<file path="src/rtl/fc_pkg.sv">
package fc_pkg;

    // Number of int8 lanes carried in one memory word
    localparam int LANES = 4;

    // Cycles from the last layer-0 bias issue until its write-back is readable
    localparam int DRAIN_CYCLES = 3;

    // Signed activation, weight or bias
    typedef logic signed [7:0] fc_byte_t;

    // Four packed bytes, lane 0 in bits 7:0 holds the lowest index
    typedef fc_byte_t [LANES-1:0] fc_word_t;

    // Per-neuron accumulator
    typedef logic signed [31:0] fc_acc_t;

    // Layer sequencer states
    typedef enum logic [2:0] {
        // Waiting for start
        IDLE,
        // Data words of one neuron
        FETCH,
        // Bias word of the current neuron
        BIAS,
        // Hidden write-back settling before layer 1
        DRAIN,
        // Waiting for the argmax result
        WAIT_DONE
    } fc_state_t;

endpackage

</file>
<file path="src/rtl/fc_acc_if.sv">
interface fc_acc_if #(
    parameter int NRN_W = 3
) ();
    import fc_pkg::*;

    logic             acc_valid;
    fc_acc_t          acc;
    // Tags of the neuron the value belongs to
    logic             layer;
    logic [NRN_W-1:0] neuron;

    modport execute (
        output acc_valid, acc, layer, neuron
    );

    modport result (
        input acc_valid, acc, layer, neuron
    );

endinterface

</file>
<file path="src/rtl/fc_operand_if.sv">
interface fc_operand_if #(
    parameter int NRN_W = 3
) ();
    import fc_pkg::*;

    logic             op_valid;
    logic             first;
    fc_word_t         x_word;
    fc_word_t         w_word;
    logic             bias_valid;
    fc_byte_t         bias;
    logic             layer;
    logic [NRN_W-1:0] neuron;

    modport decode (
        output op_valid, first, x_word, w_word, bias_valid, bias, layer, neuron
    );

    modport execute (
        input op_valid, first, x_word, w_word, bias_valid, bias, layer, neuron
    );

endinterface

</file>
<file path="src/rtl/fc_decode.sv">
module fc_decode #(
    parameter int N_IN    = 16,
    parameter int N_HID   = 8,
    parameter int N_OUT   = 4,
    parameter int WADDR_W = 6,
    parameter int FADDR_W = 3,
    parameter int NRN_W   = 3
) (
    input  logic               clk,
    input  logic               rstn,
    input  logic               start,
    input  logic               done,
    input  fc_pkg::fc_word_t   feature_rdata,
    input  fc_pkg::fc_word_t   weight_rdata,
    output logic               busy,
    output logic [FADDR_W-1:0] feature_raddr,
    output logic [WADDR_W-1:0] weight_raddr,
    fc_operand_if.decode       op
);
    import fc_pkg::*;

    // Weight memory layout in words
    localparam int B0_BASE = N_HID * N_IN / LANES;
    localparam int W1_BASE = B0_BASE + N_HID / LANES;
    localparam int B1_BASE = W1_BASE + N_OUT * N_HID / LANES;
    localparam int DRAIN_W = $clog2(DRAIN_CYCLES);

    fc_state_t          state;
    logic               layer;
    logic [NRN_W-1:0]   neuron;
    logic [NRN_W-1:0]   last_neuron;
    logic [FADDR_W-1:0] word;
    logic [FADDR_W-1:0] last_word;
    logic [FADDR_W-1:0] in_base;
    logic [WADDR_W-1:0] w_ptr;
    logic [WADDR_W-1:0] b_base;
    logic [DRAIN_W-1:0] drain_cnt;
    logic               launch;
    logic               iss_op;
    logic               iss_first;
    logic               iss_bias;
    logic               iss_layer;
    logic [1:0]         iss_lane;
    logic [NRN_W-1:0]   iss_neuron;

    // Per-layer sizes and bases
    always_comb begin
        if (layer) begin
            in_base     = FADDR_W'(N_IN / LANES);
            last_word   = FADDR_W'(N_HID / LANES - 1);
            last_neuron = NRN_W'(N_OUT - 1);
            b_base      = WADDR_W'(B1_BASE);
        end else begin
            in_base     = '0;
            last_word   = FADDR_W'(N_IN / LANES - 1);
            last_neuron = NRN_W'(N_HID - 1);
            b_base      = WADDR_W'(B0_BASE);
        end
    end

    // A start in the done cycle already counts as idle
    assign launch = start && (state == IDLE || (state == WAIT_DONE && done));
    assign busy   = (state != IDLE) && !done;

    assign feature_raddr = in_base + word;
    assign weight_raddr  = (state == BIAS) ? b_base + WADDR_W'(neuron >> 2) : w_ptr;

    always_ff @(posedge clk or negedge rstn) begin
        if (!rstn) begin
            state     <= IDLE;
            layer     <= 1'b0;
            neuron    <= '0;
            word      <= '0;
            w_ptr     <= '0;
            drain_cnt <= '0;
        end else if (launch) begin
            state  <= FETCH;
            layer  <= 1'b0;
            neuron <= '0;
            word   <= '0;
            w_ptr  <= '0;
        end else begin
            case (state)
                FETCH: begin
                    // Weights of consecutive neurons are contiguous
                    w_ptr <= w_ptr + 1'b1;
                    if (word == last_word) begin
                        word  <= '0;
                        state <= BIAS;
                    end else begin
                        word <= word + 1'b1;
                    end
                end
                BIAS: begin
                    if (neuron != last_neuron) begin
                        neuron <= neuron + 1'b1;
                        state  <= FETCH;
                    end else if (!layer) begin
                        neuron    <= '0;
                        layer     <= 1'b1;
                        w_ptr     <= WADDR_W'(W1_BASE);
                        drain_cnt <= '0;
                        state     <= DRAIN;
                    end else begin
                        neuron <= '0;
                        state  <= WAIT_DONE;
                    end
                end
                DRAIN: begin
                    if (drain_cnt == DRAIN_W'(DRAIN_CYCLES - 1)) begin
                        state <= FETCH;
                    end else begin
                        drain_cnt <= drain_cnt + 1'b1;
                    end
                end
                WAIT_DONE: begin
                    if (done) begin
                        state <= IDLE;
                    end
                end
                default: state <= IDLE;
            endcase
        end
    end

    // Issue strobes line up with the read latency
    always_ff @(posedge clk or negedge rstn) begin
        if (!rstn) begin
            iss_op   <= 1'b0;
            iss_bias <= 1'b0;
        end else begin
            iss_op   <= (state == FETCH);
            iss_bias <= (state == BIAS);
        end
    end

    always_ff @(posedge clk) begin
        iss_first  <= (word == '0);
        iss_layer  <= layer;
        iss_neuron <= neuron;
        iss_lane   <= neuron[1:0];
    end

    assign op.op_valid   = iss_op;
    assign op.first      = iss_first;
    assign op.x_word     = feature_rdata;
    assign op.w_word     = weight_rdata;
    assign op.bias_valid = iss_bias;
    // Bias byte of this neuron within its word
    assign op.bias       = weight_rdata[iss_lane];
    assign op.layer      = iss_layer;
    assign op.neuron     = iss_neuron;

endmodule

</file>
<file path="src/rtl/fc_execute.sv">
module fc_execute (
    input  logic          clk,
    input  logic          rstn,
    fc_operand_if.execute op,
    fc_acc_if.execute     acc_out
);
    import fc_pkg::*;

    logic signed [15:0] prod [LANES];
    fc_acc_t            lane_sum;
    fc_acc_t            acc;

    // Four signed lane products summed per word
    always_comb begin
        lane_sum = '0;
        for (int i = 0; i < LANES; i++) begin
            prod[i]  = $signed(op.x_word[i]) * $signed(op.w_word[i]);
            lane_sum = lane_sum + prod[i];
        end
    end

    always_ff @(posedge clk) begin
        if (op.op_valid) begin
            // First word of a neuron restarts the sum
            acc <= op.first ? lane_sum : acc + lane_sum;
        end
        if (op.bias_valid) begin
            acc_out.acc    <= acc + op.bias;
            acc_out.layer  <= op.layer;
            acc_out.neuron <= op.neuron;
        end
    end

    always_ff @(posedge clk or negedge rstn) begin
        if (!rstn) begin
            acc_out.acc_valid <= 1'b0;
        end else begin
            acc_out.acc_valid <= op.bias_valid;
        end
    end

endmodule

</file>
<file path="src/rtl/fc_result.sv">
module fc_result #(
    parameter int N_IN    = 16,
    parameter int N_OUT   = 4,
    parameter int SHIFT   = 4,
    parameter int FADDR_W = 3,
    parameter int NRN_W   = 3
) (
    input  logic                     clk,
    input  logic                     rstn,
    fc_acc_if.result                 acc_in,
    output logic                     hid_we,
    output logic [FADDR_W-1:0]       hid_addr,
    output fc_pkg::fc_word_t         hid_data,
    output logic [$clog2(N_OUT)-1:0] class_out,
    output logic                     done
);
    import fc_pkg::*;

    localparam int CLS_W = $clog2(N_OUT);

    fc_acc_t          shifted;
    fc_byte_t         q;
    fc_word_t         pack_buf;
    fc_word_t         next_buf;
    fc_byte_t         max_val;
    logic [NRN_W-1:0] max_idx;
    logic [NRN_W-1:0] next_idx;
    logic [1:0]       lane;
    logic             take;
    logic             last_out;

    // Requantize with saturation, ReLU on the hidden layer
    always_comb begin
        shifted = acc_in.acc >>> SHIFT;
        if (shifted > 127) begin
            q = 8'sh7f;
        end else if (shifted < -128) begin
            q = 8'sh80;
        end else begin
            q = shifted[7:0];
        end
        if (!acc_in.layer && q < 0) begin
            q = '0;
        end
    end

    assign lane = acc_in.neuron[1:0];

    always_comb begin
        next_buf       = pack_buf;
        next_buf[lane] = q;
    end

    // Strictly greater keeps the lowest index on a tie
    assign take     = (acc_in.neuron == '0) || (q > max_val);
    assign next_idx = take ? acc_in.neuron : max_idx;
    assign last_out = (acc_in.neuron == NRN_W'(N_OUT - 1));

    always_ff @(posedge clk) begin
        if (acc_in.acc_valid && !acc_in.layer) begin
            pack_buf <= next_buf;
            hid_data <= next_buf;
            hid_addr <= FADDR_W'(N_IN / LANES) + FADDR_W'(acc_in.neuron >> 2);
        end else if (acc_in.acc_valid && take) begin
            max_val <= q;
            max_idx <= acc_in.neuron;
        end
    end

    always_ff @(posedge clk or negedge rstn) begin
        if (!rstn) begin
            hid_we    <= 1'b0;
            done      <= 1'b0;
            class_out <= '0;
        end else begin
            // Write the word once lane 3 is filled
            hid_we <= acc_in.acc_valid && !acc_in.layer && (lane == 2'd3);
            done   <= acc_in.acc_valid && acc_in.layer && last_out;
            if (acc_in.acc_valid && acc_in.layer && last_out) begin
                class_out <= CLS_W'(next_idx);
            end
        end
    end

endmodule

</file>
<file path="src/rtl/fc_store.sv">
module fc_store #(
    parameter int WADDR_W = 6,
    parameter int FADDR_W = 3
) (
    input  logic                 clk,
    input  logic                 rstn,
    // Load port, load_sel high selects the weight memory
    input  logic                 load_en,
    input  logic                 load_sel,
    input  logic [WADDR_W-1:0]   load_addr,
    input  fc_pkg::fc_word_t     load_data,
    // Read ports, data one cycle after the address
    input  logic [FADDR_W-1:0]   feature_raddr,
    input  logic [WADDR_W-1:0]   weight_raddr,
    output fc_pkg::fc_word_t     feature_rdata,
    output fc_pkg::fc_word_t     weight_rdata,
    // Hidden activation write-back
    input  logic                 hid_we,
    input  logic [FADDR_W-1:0]   hid_addr,
    input  fc_pkg::fc_word_t     hid_data
);
    import fc_pkg::*;

    fc_word_t feature_mem [2**FADDR_W];
    fc_word_t weight_mem  [2**WADDR_W];

    // Feature memory, the load port wins over write-back
    always_ff @(posedge clk) begin
        if (load_en && !load_sel) begin
            feature_mem[load_addr[FADDR_W-1:0]] <= load_data;
        end else if (hid_we) begin
            feature_mem[hid_addr] <= hid_data;
        end
    end

    // Weights and biases are only written from outside
    always_ff @(posedge clk) begin
        if (load_en && load_sel) begin
            weight_mem[load_addr] <= load_data;
        end
    end

    // Registered reads, old data on a same-cycle write
    always_ff @(posedge clk or negedge rstn) begin
        if (!rstn) begin
            feature_rdata <= '0;
            weight_rdata  <= '0;
        end else begin
            feature_rdata <= feature_mem[feature_raddr];
            weight_rdata  <= weight_mem[weight_raddr];
        end
    end

endmodule

</file>
<file path="src/rtl/fc_top.sv">
module fc_top #(
    parameter int N_IN    = 16,
    parameter int N_HID   = 8,
    parameter int N_OUT   = 4,
    parameter int SHIFT   = 4,
    parameter int WADDR_W = 6,
    parameter int FADDR_W = 3
) (
    input  logic                     clk,
    input  logic                     rstn,
    input  logic                     start,
    input  logic                     load_en,
    input  logic                     load_sel,
    input  logic [WADDR_W-1:0]       load_addr,
    input  fc_pkg::fc_word_t         load_data,
    output logic                     busy,
    output logic                     done,
    output logic [$clog2(N_OUT)-1:0] class_out
);
    import fc_pkg::*;

    // Wide enough for either layer's neuron index
    localparam int NRN_W = $clog2(N_HID > N_OUT ? N_HID : N_OUT);

    logic [FADDR_W-1:0] feature_raddr;
    logic [WADDR_W-1:0] weight_raddr;
    fc_word_t           feature_rdata;
    fc_word_t           weight_rdata;
    logic               hid_we;
    logic [FADDR_W-1:0] hid_addr;
    fc_word_t           hid_data;

    fc_operand_if #(.NRN_W(NRN_W)) op_bus ();
    fc_acc_if #(.NRN_W(NRN_W)) acc_bus ();

    fc_store #(.WADDR_W(WADDR_W), .FADDR_W(FADDR_W)) u_store (
        .clk, .rstn, .load_en, .load_sel, .load_addr, .load_data,
        .feature_raddr, .weight_raddr, .feature_rdata, .weight_rdata,
        .hid_we, .hid_addr, .hid_data
    );

    fc_decode #(
        .N_IN(N_IN), .N_HID(N_HID), .N_OUT(N_OUT),
        .WADDR_W(WADDR_W), .FADDR_W(FADDR_W), .NRN_W(NRN_W)
    ) u_decode (
        .clk, .rstn, .start, .done, .feature_rdata, .weight_rdata,
        .busy, .feature_raddr, .weight_raddr, .op(op_bus)
    );

    fc_execute u_execute (.clk, .rstn, .op(op_bus), .acc_out(acc_bus));

    fc_result #(
        .N_IN(N_IN), .N_OUT(N_OUT), .SHIFT(SHIFT), .FADDR_W(FADDR_W), .NRN_W(NRN_W)
    ) u_result (
        .clk, .rstn, .acc_in(acc_bus), .hid_we, .hid_addr, .hid_data, .class_out, .done
    );

endmodule

</file>
<file path="config.mk">
export PLATFORM = sky130hd
export DESIGN_NAME = fc_top
export DESIGN_NICKNAME = d
export VERILOG_FILES = /design/src/rtl/fc_pkg.sv /design/src/rtl/fc_acc_if.sv /design/src/rtl/fc_operand_if.sv /design/src/rtl/fc_decode.sv /design/src/rtl/fc_execute.sv /design/src/rtl/fc_result.sv /design/src/rtl/fc_store.sv /design/src/rtl/fc_top.sv
export SDC_FILE = /design/constraint.sdc
export NUM_CORES = 2
export LEC_CHECK = 0
export ABC_CLOCK_PERIOD_IN_PS = 16000
export BUFFER_PORTS_ARGS = -buffer_cell sky130_fd_sc_hd__buf_2
export CELL_PAD_IN_SITES_DETAIL_PLACEMENT = 1
export CELL_PAD_IN_SITES_GLOBAL_PLACEMENT = 1
export CORE_MARGIN = 2
export CORE_UTILIZATION = 58
export CTS_BUF_LIST = sky130_fd_sc_hd__clkbuf_4 sky130_fd_sc_hd__clkbuf_8
export CTS_CLUSTER_SIZE = 8
export DETAILED_ROUTE_END_ITERATION = 8
export PLACE_DENSITY_LB_ADDON = 0.1
export SETUP_SLACK_MARGIN = 0.4
export SYNTH_ARGS = -nofsm -noshare
export SYNTH_HDL_FRONTEND = slang
export SYNTH_SLANG_ARGS = --single-unit
</file>
<file path="constraint.sdc">
create_clock -name clk -period 16 [get_ports clk]
set_input_delay 0.8 -clock clk [delete_from_list [all_inputs] [get_ports clk]]
set_output_delay 0.8 -clock clk [all_outputs]
set_load 0.02 [all_outputs]
</file>
==> Yosys cells after proc, flatten, opt, wreduce, memory -nomap -nowiden <==
Memories as Yosys holds them, arrays and structs flattened. A register that Yosys moved wholly into a read port is not among the register bits.
Index checks and enable logic that the tools add are counted.
W data, S select, Z words.
{ "word_totals": {"mem_count": 2, "word_cells": 154, "reg_bits": 145, "mem_bits_rw": 2304} }
{ "op_classes": {"n_mul": 4, "order_cmp": 7, "bitwise_logic": 2, "n_addsub": 12, "eq_ne": 18, "reduce_logical": 33, "mux": 49} }
{ "memory_table": {"columns": ["memory", "words", "word_bits", "read_ports", "rd_ports_with_merged_regs", "wr", "line_no", "rtl"], "rows": [
  ["u_store.weight_mem", 64, 32, 1, 1, 1, "fc_store.sv:25", "fc_word_t weight_mem [2**WADDR_W];"],
  ["u_store.feature_mem", 8, 32, 1, 1, 1, "fc_store.sv:24", "fc_word_t feature_mem [2**FADDR_W];"]
]} }
{ "op_table": {"columns": ["operator", "count"], "rows": [
  ["$mul A8 B8 Y16", 4],
  ["$mux W32", 2],
  ["$mux W3", 15],
  ["$mux W8", 5],
  ["$add A32 B16 Y32", 1],
  ["$add A32 B32 Y32", 1],
  ["$add A32 B8 Y32", 1],
  ["$bwmux W32", 1],
  ["$reduce_or A32 Y1", 1],
  ["$gt A28 B8 Y1 const B", 1],
  ["$lt A28 B8 Y1 const B", 1],
  ["$mux W6", 4],
  ["$add A17 B16 Y18", 1],
  ["$add A16 B16 Y17", 1],
  ["$bmux W8 S2", 1],
  ["$demux W8 S2", 1],
  ["$logic_and A1 B1 Y1", 12],
  ["$pmux W3 S4", 1],
  ["$pmux W6 S2", 1],
  ["$mux W1", 11],
  ["$mux W2", 5],
  ["$eq A3 B2 Y1 const B", 3],
  ["$logic_not A3 Y1", 3],
  ["$ne A3 B1 Y1 const B", 3],
  ["29 further kinds", 45]
]} }

==> Longest topological paths before layout <==
{ "depth": {"depth_word": 10, "mapped_depth": 50, "depth_no_buf": 49} }

==> Hierarchy <==
From an unflattened synthesis, not the netlist that was laid out.
{ "hier_totals": {"cells_unflattened": 6067, "area_unflattened_um2": 110796.3} }
{ "modules_own_cells": {"columns": ["mod", "n_inst", "cells_each", "area_per_inst_um2", "seq_area_each_um2"], "rows": [
  ["fc_store", 1, 4071, 90494.3, 70787.9],
  ["fc_execute", 1, 1670, 16410.7, 2067.0],
  ["fc_decode", 1, 202, 1973.1, 600.6],
  ["fc_result", 1, 124, 1918.1, 1391.3]
]} }

==> Worst setup path before layout <==
Ideal clock, no wire load.
{ "synth_timing": {"kind": "register -> register", "from": "register u_store.weight_rdata[3] in the netlist's numbering, read port of u_store.weight_mem", "to": "register u_execute.acc[30] (data pin)", "t_required_ps": 15741, "stages_incl_launch_ff": 49, "path_buffers": 2, "arrival_ps": 12002, "path_slack_ps": 3739, "cell_sequence": "dfrtp_1 > clkbuf_1 > nand2_1 > fa_1 > inv_1 > fa_1 > inv_1 > fa_1 > inv_1 > fa_1 > fa_1 > fa_1 > inv_1 > fa_1 > inv_1 > ha_1 > a21oi_1 > o21ai_0 > [13 not listed] > clkbuf_1 > a21oi_1 > o21bai_1 > a21o_1 > nor2_1 > a211oi_1 > or3_1 > and2_1 > ha_1 > and3_1 > and3_1 > nand2_1 > a31oi_1 > o41ai_1 > a31oi_1 > a211oi_1 > mux2_2 > a211o_1"} }
{ "synth_via": {"elab_chain_cells": 6} }
{ "synth_lines": {"columns": ["element", "line_no", "rtl"], "rows": [
  ["from (decl)", "fc_store.sv:16", "output fc_pkg::fc_word_t weight_rdata,"],
  ["$mul A8 B8 Y16 (*)", "fc_execute.sv:17", "prod[i] = $signed(op.x_word[i]) * $signed(op.w_word[i]);"],
  ["$add A16 B16 Y17 (*)", "fc_execute.sv:18", "lane_sum = lane_sum + prod[i];"],
  ["$add A17 B16 Y18 (*)", "fc_execute.sv:18", null],
  ["$add A32 B16 Y32 (*)", "fc_execute.sv:18", null],
  ["$add A32 B32 Y32", "fc_execute.sv:25", "acc <= op.first ? lane_sum : acc + lane_sum;"],
  ["$mux W32 (*)", "fc_execute.sv:25", null],
  ["to (signal assigned)", "fc_execute.sv:25", null],
  ["to (decl)", "fc_execute.sv:11", "fc_acc_t acc;"]
]} }
Every way passes the cells marked *; elsewhere a longest branch is shown, timed or not.
A chain may end at the register's enable or synchronous reset.

==> Worst setup path after layout <==
{ "layout_timing": {"from": "register u_store.weight_rdata[0] in the netlist's numbering, read port of u_store.weight_mem", "to": "register u_execute.acc[30] (data pin)"} }
The elaborated chain is that of the path after synthesis.

==> load_flow_metrics.sql <==
INSERT INTO impl_metrics (metric_group, metric, value, unit) VALUES
('timing', 'slew-limit-headroom', '0.130', ''),
('place', 'portBuffers', '46', ''),
('place', 'pre_cts_slack', '2470', 'ps'),
('logic_synthesis', 'synthDominantCellAreaShare', '0.656', ''),
('routing', 'drt-total-wl', '303000', 'um'),
('global_routing', 'use_met1', '0.417', ''),
('routing', 'post_drt_wl_per_cell', '33.0', 'um'),
('floorplanning', 'start_util', '0.582', ''),
('global_routing', 'grt_use_met2', '0.534', ''),
('place', 'gp_congestion', '0.853', ''),
('global_routing', 'first_pass_grt_wire_length', '441000', 'um'),
('cells_and_area', 'area_growth', '10.5', '%'),
('logic_synthesis', 'ys_dominant_reg_cell', 'edfxtp_1', ''),
('global_routing', 'overflow_left_after_global_routing', '0', ''),
('timing', 'worst_slew_pin_slew', '1300', 'ps'),
('critical_path', 'timing.critical_path.from_type', 'register', ''),
('logic_synthesis', 'synth_top_family_by_area', 'multiplexers', ''),
('floorplanning', 'design.die.area', '194000', 'um2'),
('logic_synthesis', 'post_synth_fa_ha_maj_area_fraction', '0.0812', ''),
('run', 'drv.max_cap_violation_count', '0', ''),
('clock_network', 'clkSlewWorstSetupHoldPaths', '70', 'ps'),
('global_routing', 'groute.layer.met3.usage', '0.0590', ''),
('timing', 'drv_slew', '0', ''),
('place', 'placed_cells_incl_taps', '8485', ''),
('logic_synthesis', 'synth_cells', '6039', ''),
('global_routing', 'grt_antenna_before_repair', '17', ''),
('clock_network', 'cts_resized', '0', ''),
('cells_and_area', 'number_of_nets_at_the_end_of_the_flow', '6954', ''),
('critical_path', 'critical_path_peak_fanout', '9', ''),
('clock_network', 'clkLatencyLatePin', '1100', 'ps'),
('logic_synthesis', 'synthXorXnorAreaFrac', '0.00706', ''),
('clock_network', 'htreeDepth', '5', ''),
('timing', 'timing.final.crit_period', '13570', 'ps'),
('clock_network', 'cts_made_buffers', '412', ''),
('critical_path', 'worst-endpoint-arrival', '14430', 'ps'),
('logic_synthesis', 'synth_cell_type_count', '73', ''),
('place', 'hpwlAfterDp', '180000', 'um'),
('routing', 'antenna_violating_nets_post_route', '0', ''),
('cells_and_area', 'layout.cells.non_filler', '9179', ''),
('logic_synthesis', 'post_synth_and_or_nand_nor_area_fraction', '0.0414', ''),
('routing', 'post_drt_via_cell_ratio', '6.42', ''),
('routing', 'remaining_drc_errors', '0', ''),
('timing', 'hold_viol', '0', ''),
('min_path', 'hp-class', 'primary input to asynchronous set/reset pin', ''),
('clock_network', 'tritoncts_num_sinks', '2505', ''),
('routing', 'count_of_vias_placed_by_the_detailed_router', '58900', ''),
('global_routing', 'grt_pass1_vias', '64100', ''),
('global_routing', 'grt.total_usage', '0.320', ''),
('outcome', 'run_status', 'completed', ''),
('critical_path', 'cpPeakStageDelay', '690', 'ps'),
('logic_synthesis', 'asyncSetResetFlopFracSynth', '0.0355', ''),
('floorplanning', 'row_count', '160', ''),
('timing', 'grt_setup_unrepaired', 'no', ''),
('cells_and_area', 'ratio_of_cells_with_drive_above_1_in_the_final_layout', '0.244', ''),
('clock_network', 'cts-root-to-sink-buffers', '4', ''),
('critical_path', 'criticalPathCategory', 'register to register', ''),
('cells_and_area', 'layout_common_cells', 'edfxtp_1, mux4_2, nand2_1, clkbuf_8, inv_1', ''),
('global_routing', 'grt-busiest-layer', 'met2', ''),
('logic_synthesis', 'synth.yosys.warnings', '0', ''),
('global_routing', 'grt_start_max_net_pins', '115', ''),
('timing', 'final.setup.tns', '0', 'ps'),
('timing', 'highest_attainable_clock_frequency', '73.7', 'MHz'),
('logic_synthesis', 'synth-seq-cells', '2505', ''),
('floorplanning', 'floorplan.core_area', '190000', 'um2'),
('critical_path', 'timing.critical_path.required', '16860', 'ps'),
('floorplanning', 'io_pins', '47', ''),
('critical_path', 'critical-path-slowest-cell', 'a2111oi_0', ''),
('logic_synthesis', 'synth_edf_count', '2411', ''),
('logic_synthesis', 'post_synth_mux_area_share', '0.139', ''),
('critical_path', 'cp_common_cell', 'fa_1', ''),
('timing', 'finClkSkew', '67.7', 'ps');
Yosys cell counts, drive strengths merged (69+ instances only):
library cell,instances
a21oi,191
fa,323
mux4,597
mux2,131
o21ai,69
ha,199
nor2,174
edfxtp,2411
buf,119
clkbuf,142
nand2,450
dfrtp,89
and2,133
inv,407
path summary, 6_finish.rpt:
| path | from | to | depth (start not counted) |
|---|---|---|---|
| max in group asynchronous | rstn | u_decode.word[0]$_DFFE_PN0P_ | 3 |
| max | u_store.weight_rdata[0]$_DFF_PN0_ | u_execute.acc[30]$_DFFE_PP_ | 45 |
| min in group clk | start | u_decode.w_ptr[2]$_DFFE_PN0P_ | 4 |
| min reg2reg | u_decode.op.layer$_DFF_P_ | u_execute.acc_out.layer$_DFFE_PP_ | 0 |
| max reg2reg | u_store.weight_rdata[0]$_DFF_PN0_ | u_execute.acc[30]$_DFFE_PP_ | 45 |
| min | rstn | u_store.weight_rdata[6]$_DFF_PN0_ | 2 |
cell type report:
type                            instances  area [um2]  area share
Sequential cell                      2505       74700       0.613
Multi-Input combinational cell       2864       33500       0.275
Clock buffer                          586        7090      0.0581
Tap cell                             2511        3140      0.0258
Inverter                              409        1540      0.0126
Timing Repair Buffer                  197        1490      0.0122
Clock inverter                        101         477     0.00391
Antenna cell                            6        15.0    0.000123
state kept, by name, indices dropped and copies added, names as in the netlist, 8 cells and up:
| name | cells |
|---|---|
| u_execute.acc | 32 |
| u_result.hid_data | 16 |
| u_store.weight_rdata | 32 |
| u_execute.acc_out.acc | 28 |
| u_result.pack_buf | 16 |
| u_store.feature_rdata | 32 |
| u_store.feature_mem | 256 |
| u_store.weight_mem | 2048 |
| u_result.max_val | 8 |
layer usage:
| metal | wire length [um] | part of all wire |
|---|---|---|
| met5 | 182 | 0.00060 |
| met3 | 22600 | 0.074 |
| met1 | 115000 | 0.38 |
| met2 | 153000 | 0.50 |
| met4 | 13100 | 0.043 |
what timing repair did:
| item | in CTS | in global routing |
|---|---|---|
| endpoints found under the setup margin | 0 | 0 |
| hold endpoints to repair | 17 | 0 |
| buffers inserted | 0 | 0 |
| hold buffers | 1 | 0 |
per-stage QoR:
stage               instance area (um2)  hold slack [ps]   util
floorplan                        110000              342      -
global placement                 114000              389  0.603
detailed placement               114000              401  0.603
CTS                              122000             68.0  0.643
global route                     122000              122  0.643
finish                           122000              160  0.643
critical path: cells and delay by family, from the launching register on:
| family | cells | cell delay (ps) |
|---|---|---|
| AO/OA/AOI/OAI | 15 | 3900 |
| XOR/XNOR | 1 | 230 |
| adder cells (fa/ha/maj) | 15 | 6860 |
| buffers and inverters | 5 | 260 |
| flip-flops | 1 | 470 |
| multiplexers | 1 | 370 |
| AND/OR/NAND/NOR | 8 | 1280 |
kinds of logic after synthesis:
group	count (synthesis)
compound gates	497
buf+inv	670
simple gates	985
flops	2505
fa+ha+maj	522
xor+xnor	89
mux	771
Power is left out: the tool's default activity adds up to more than one toggle a clock period on the data nets, which glitch-free logic cannot reach.
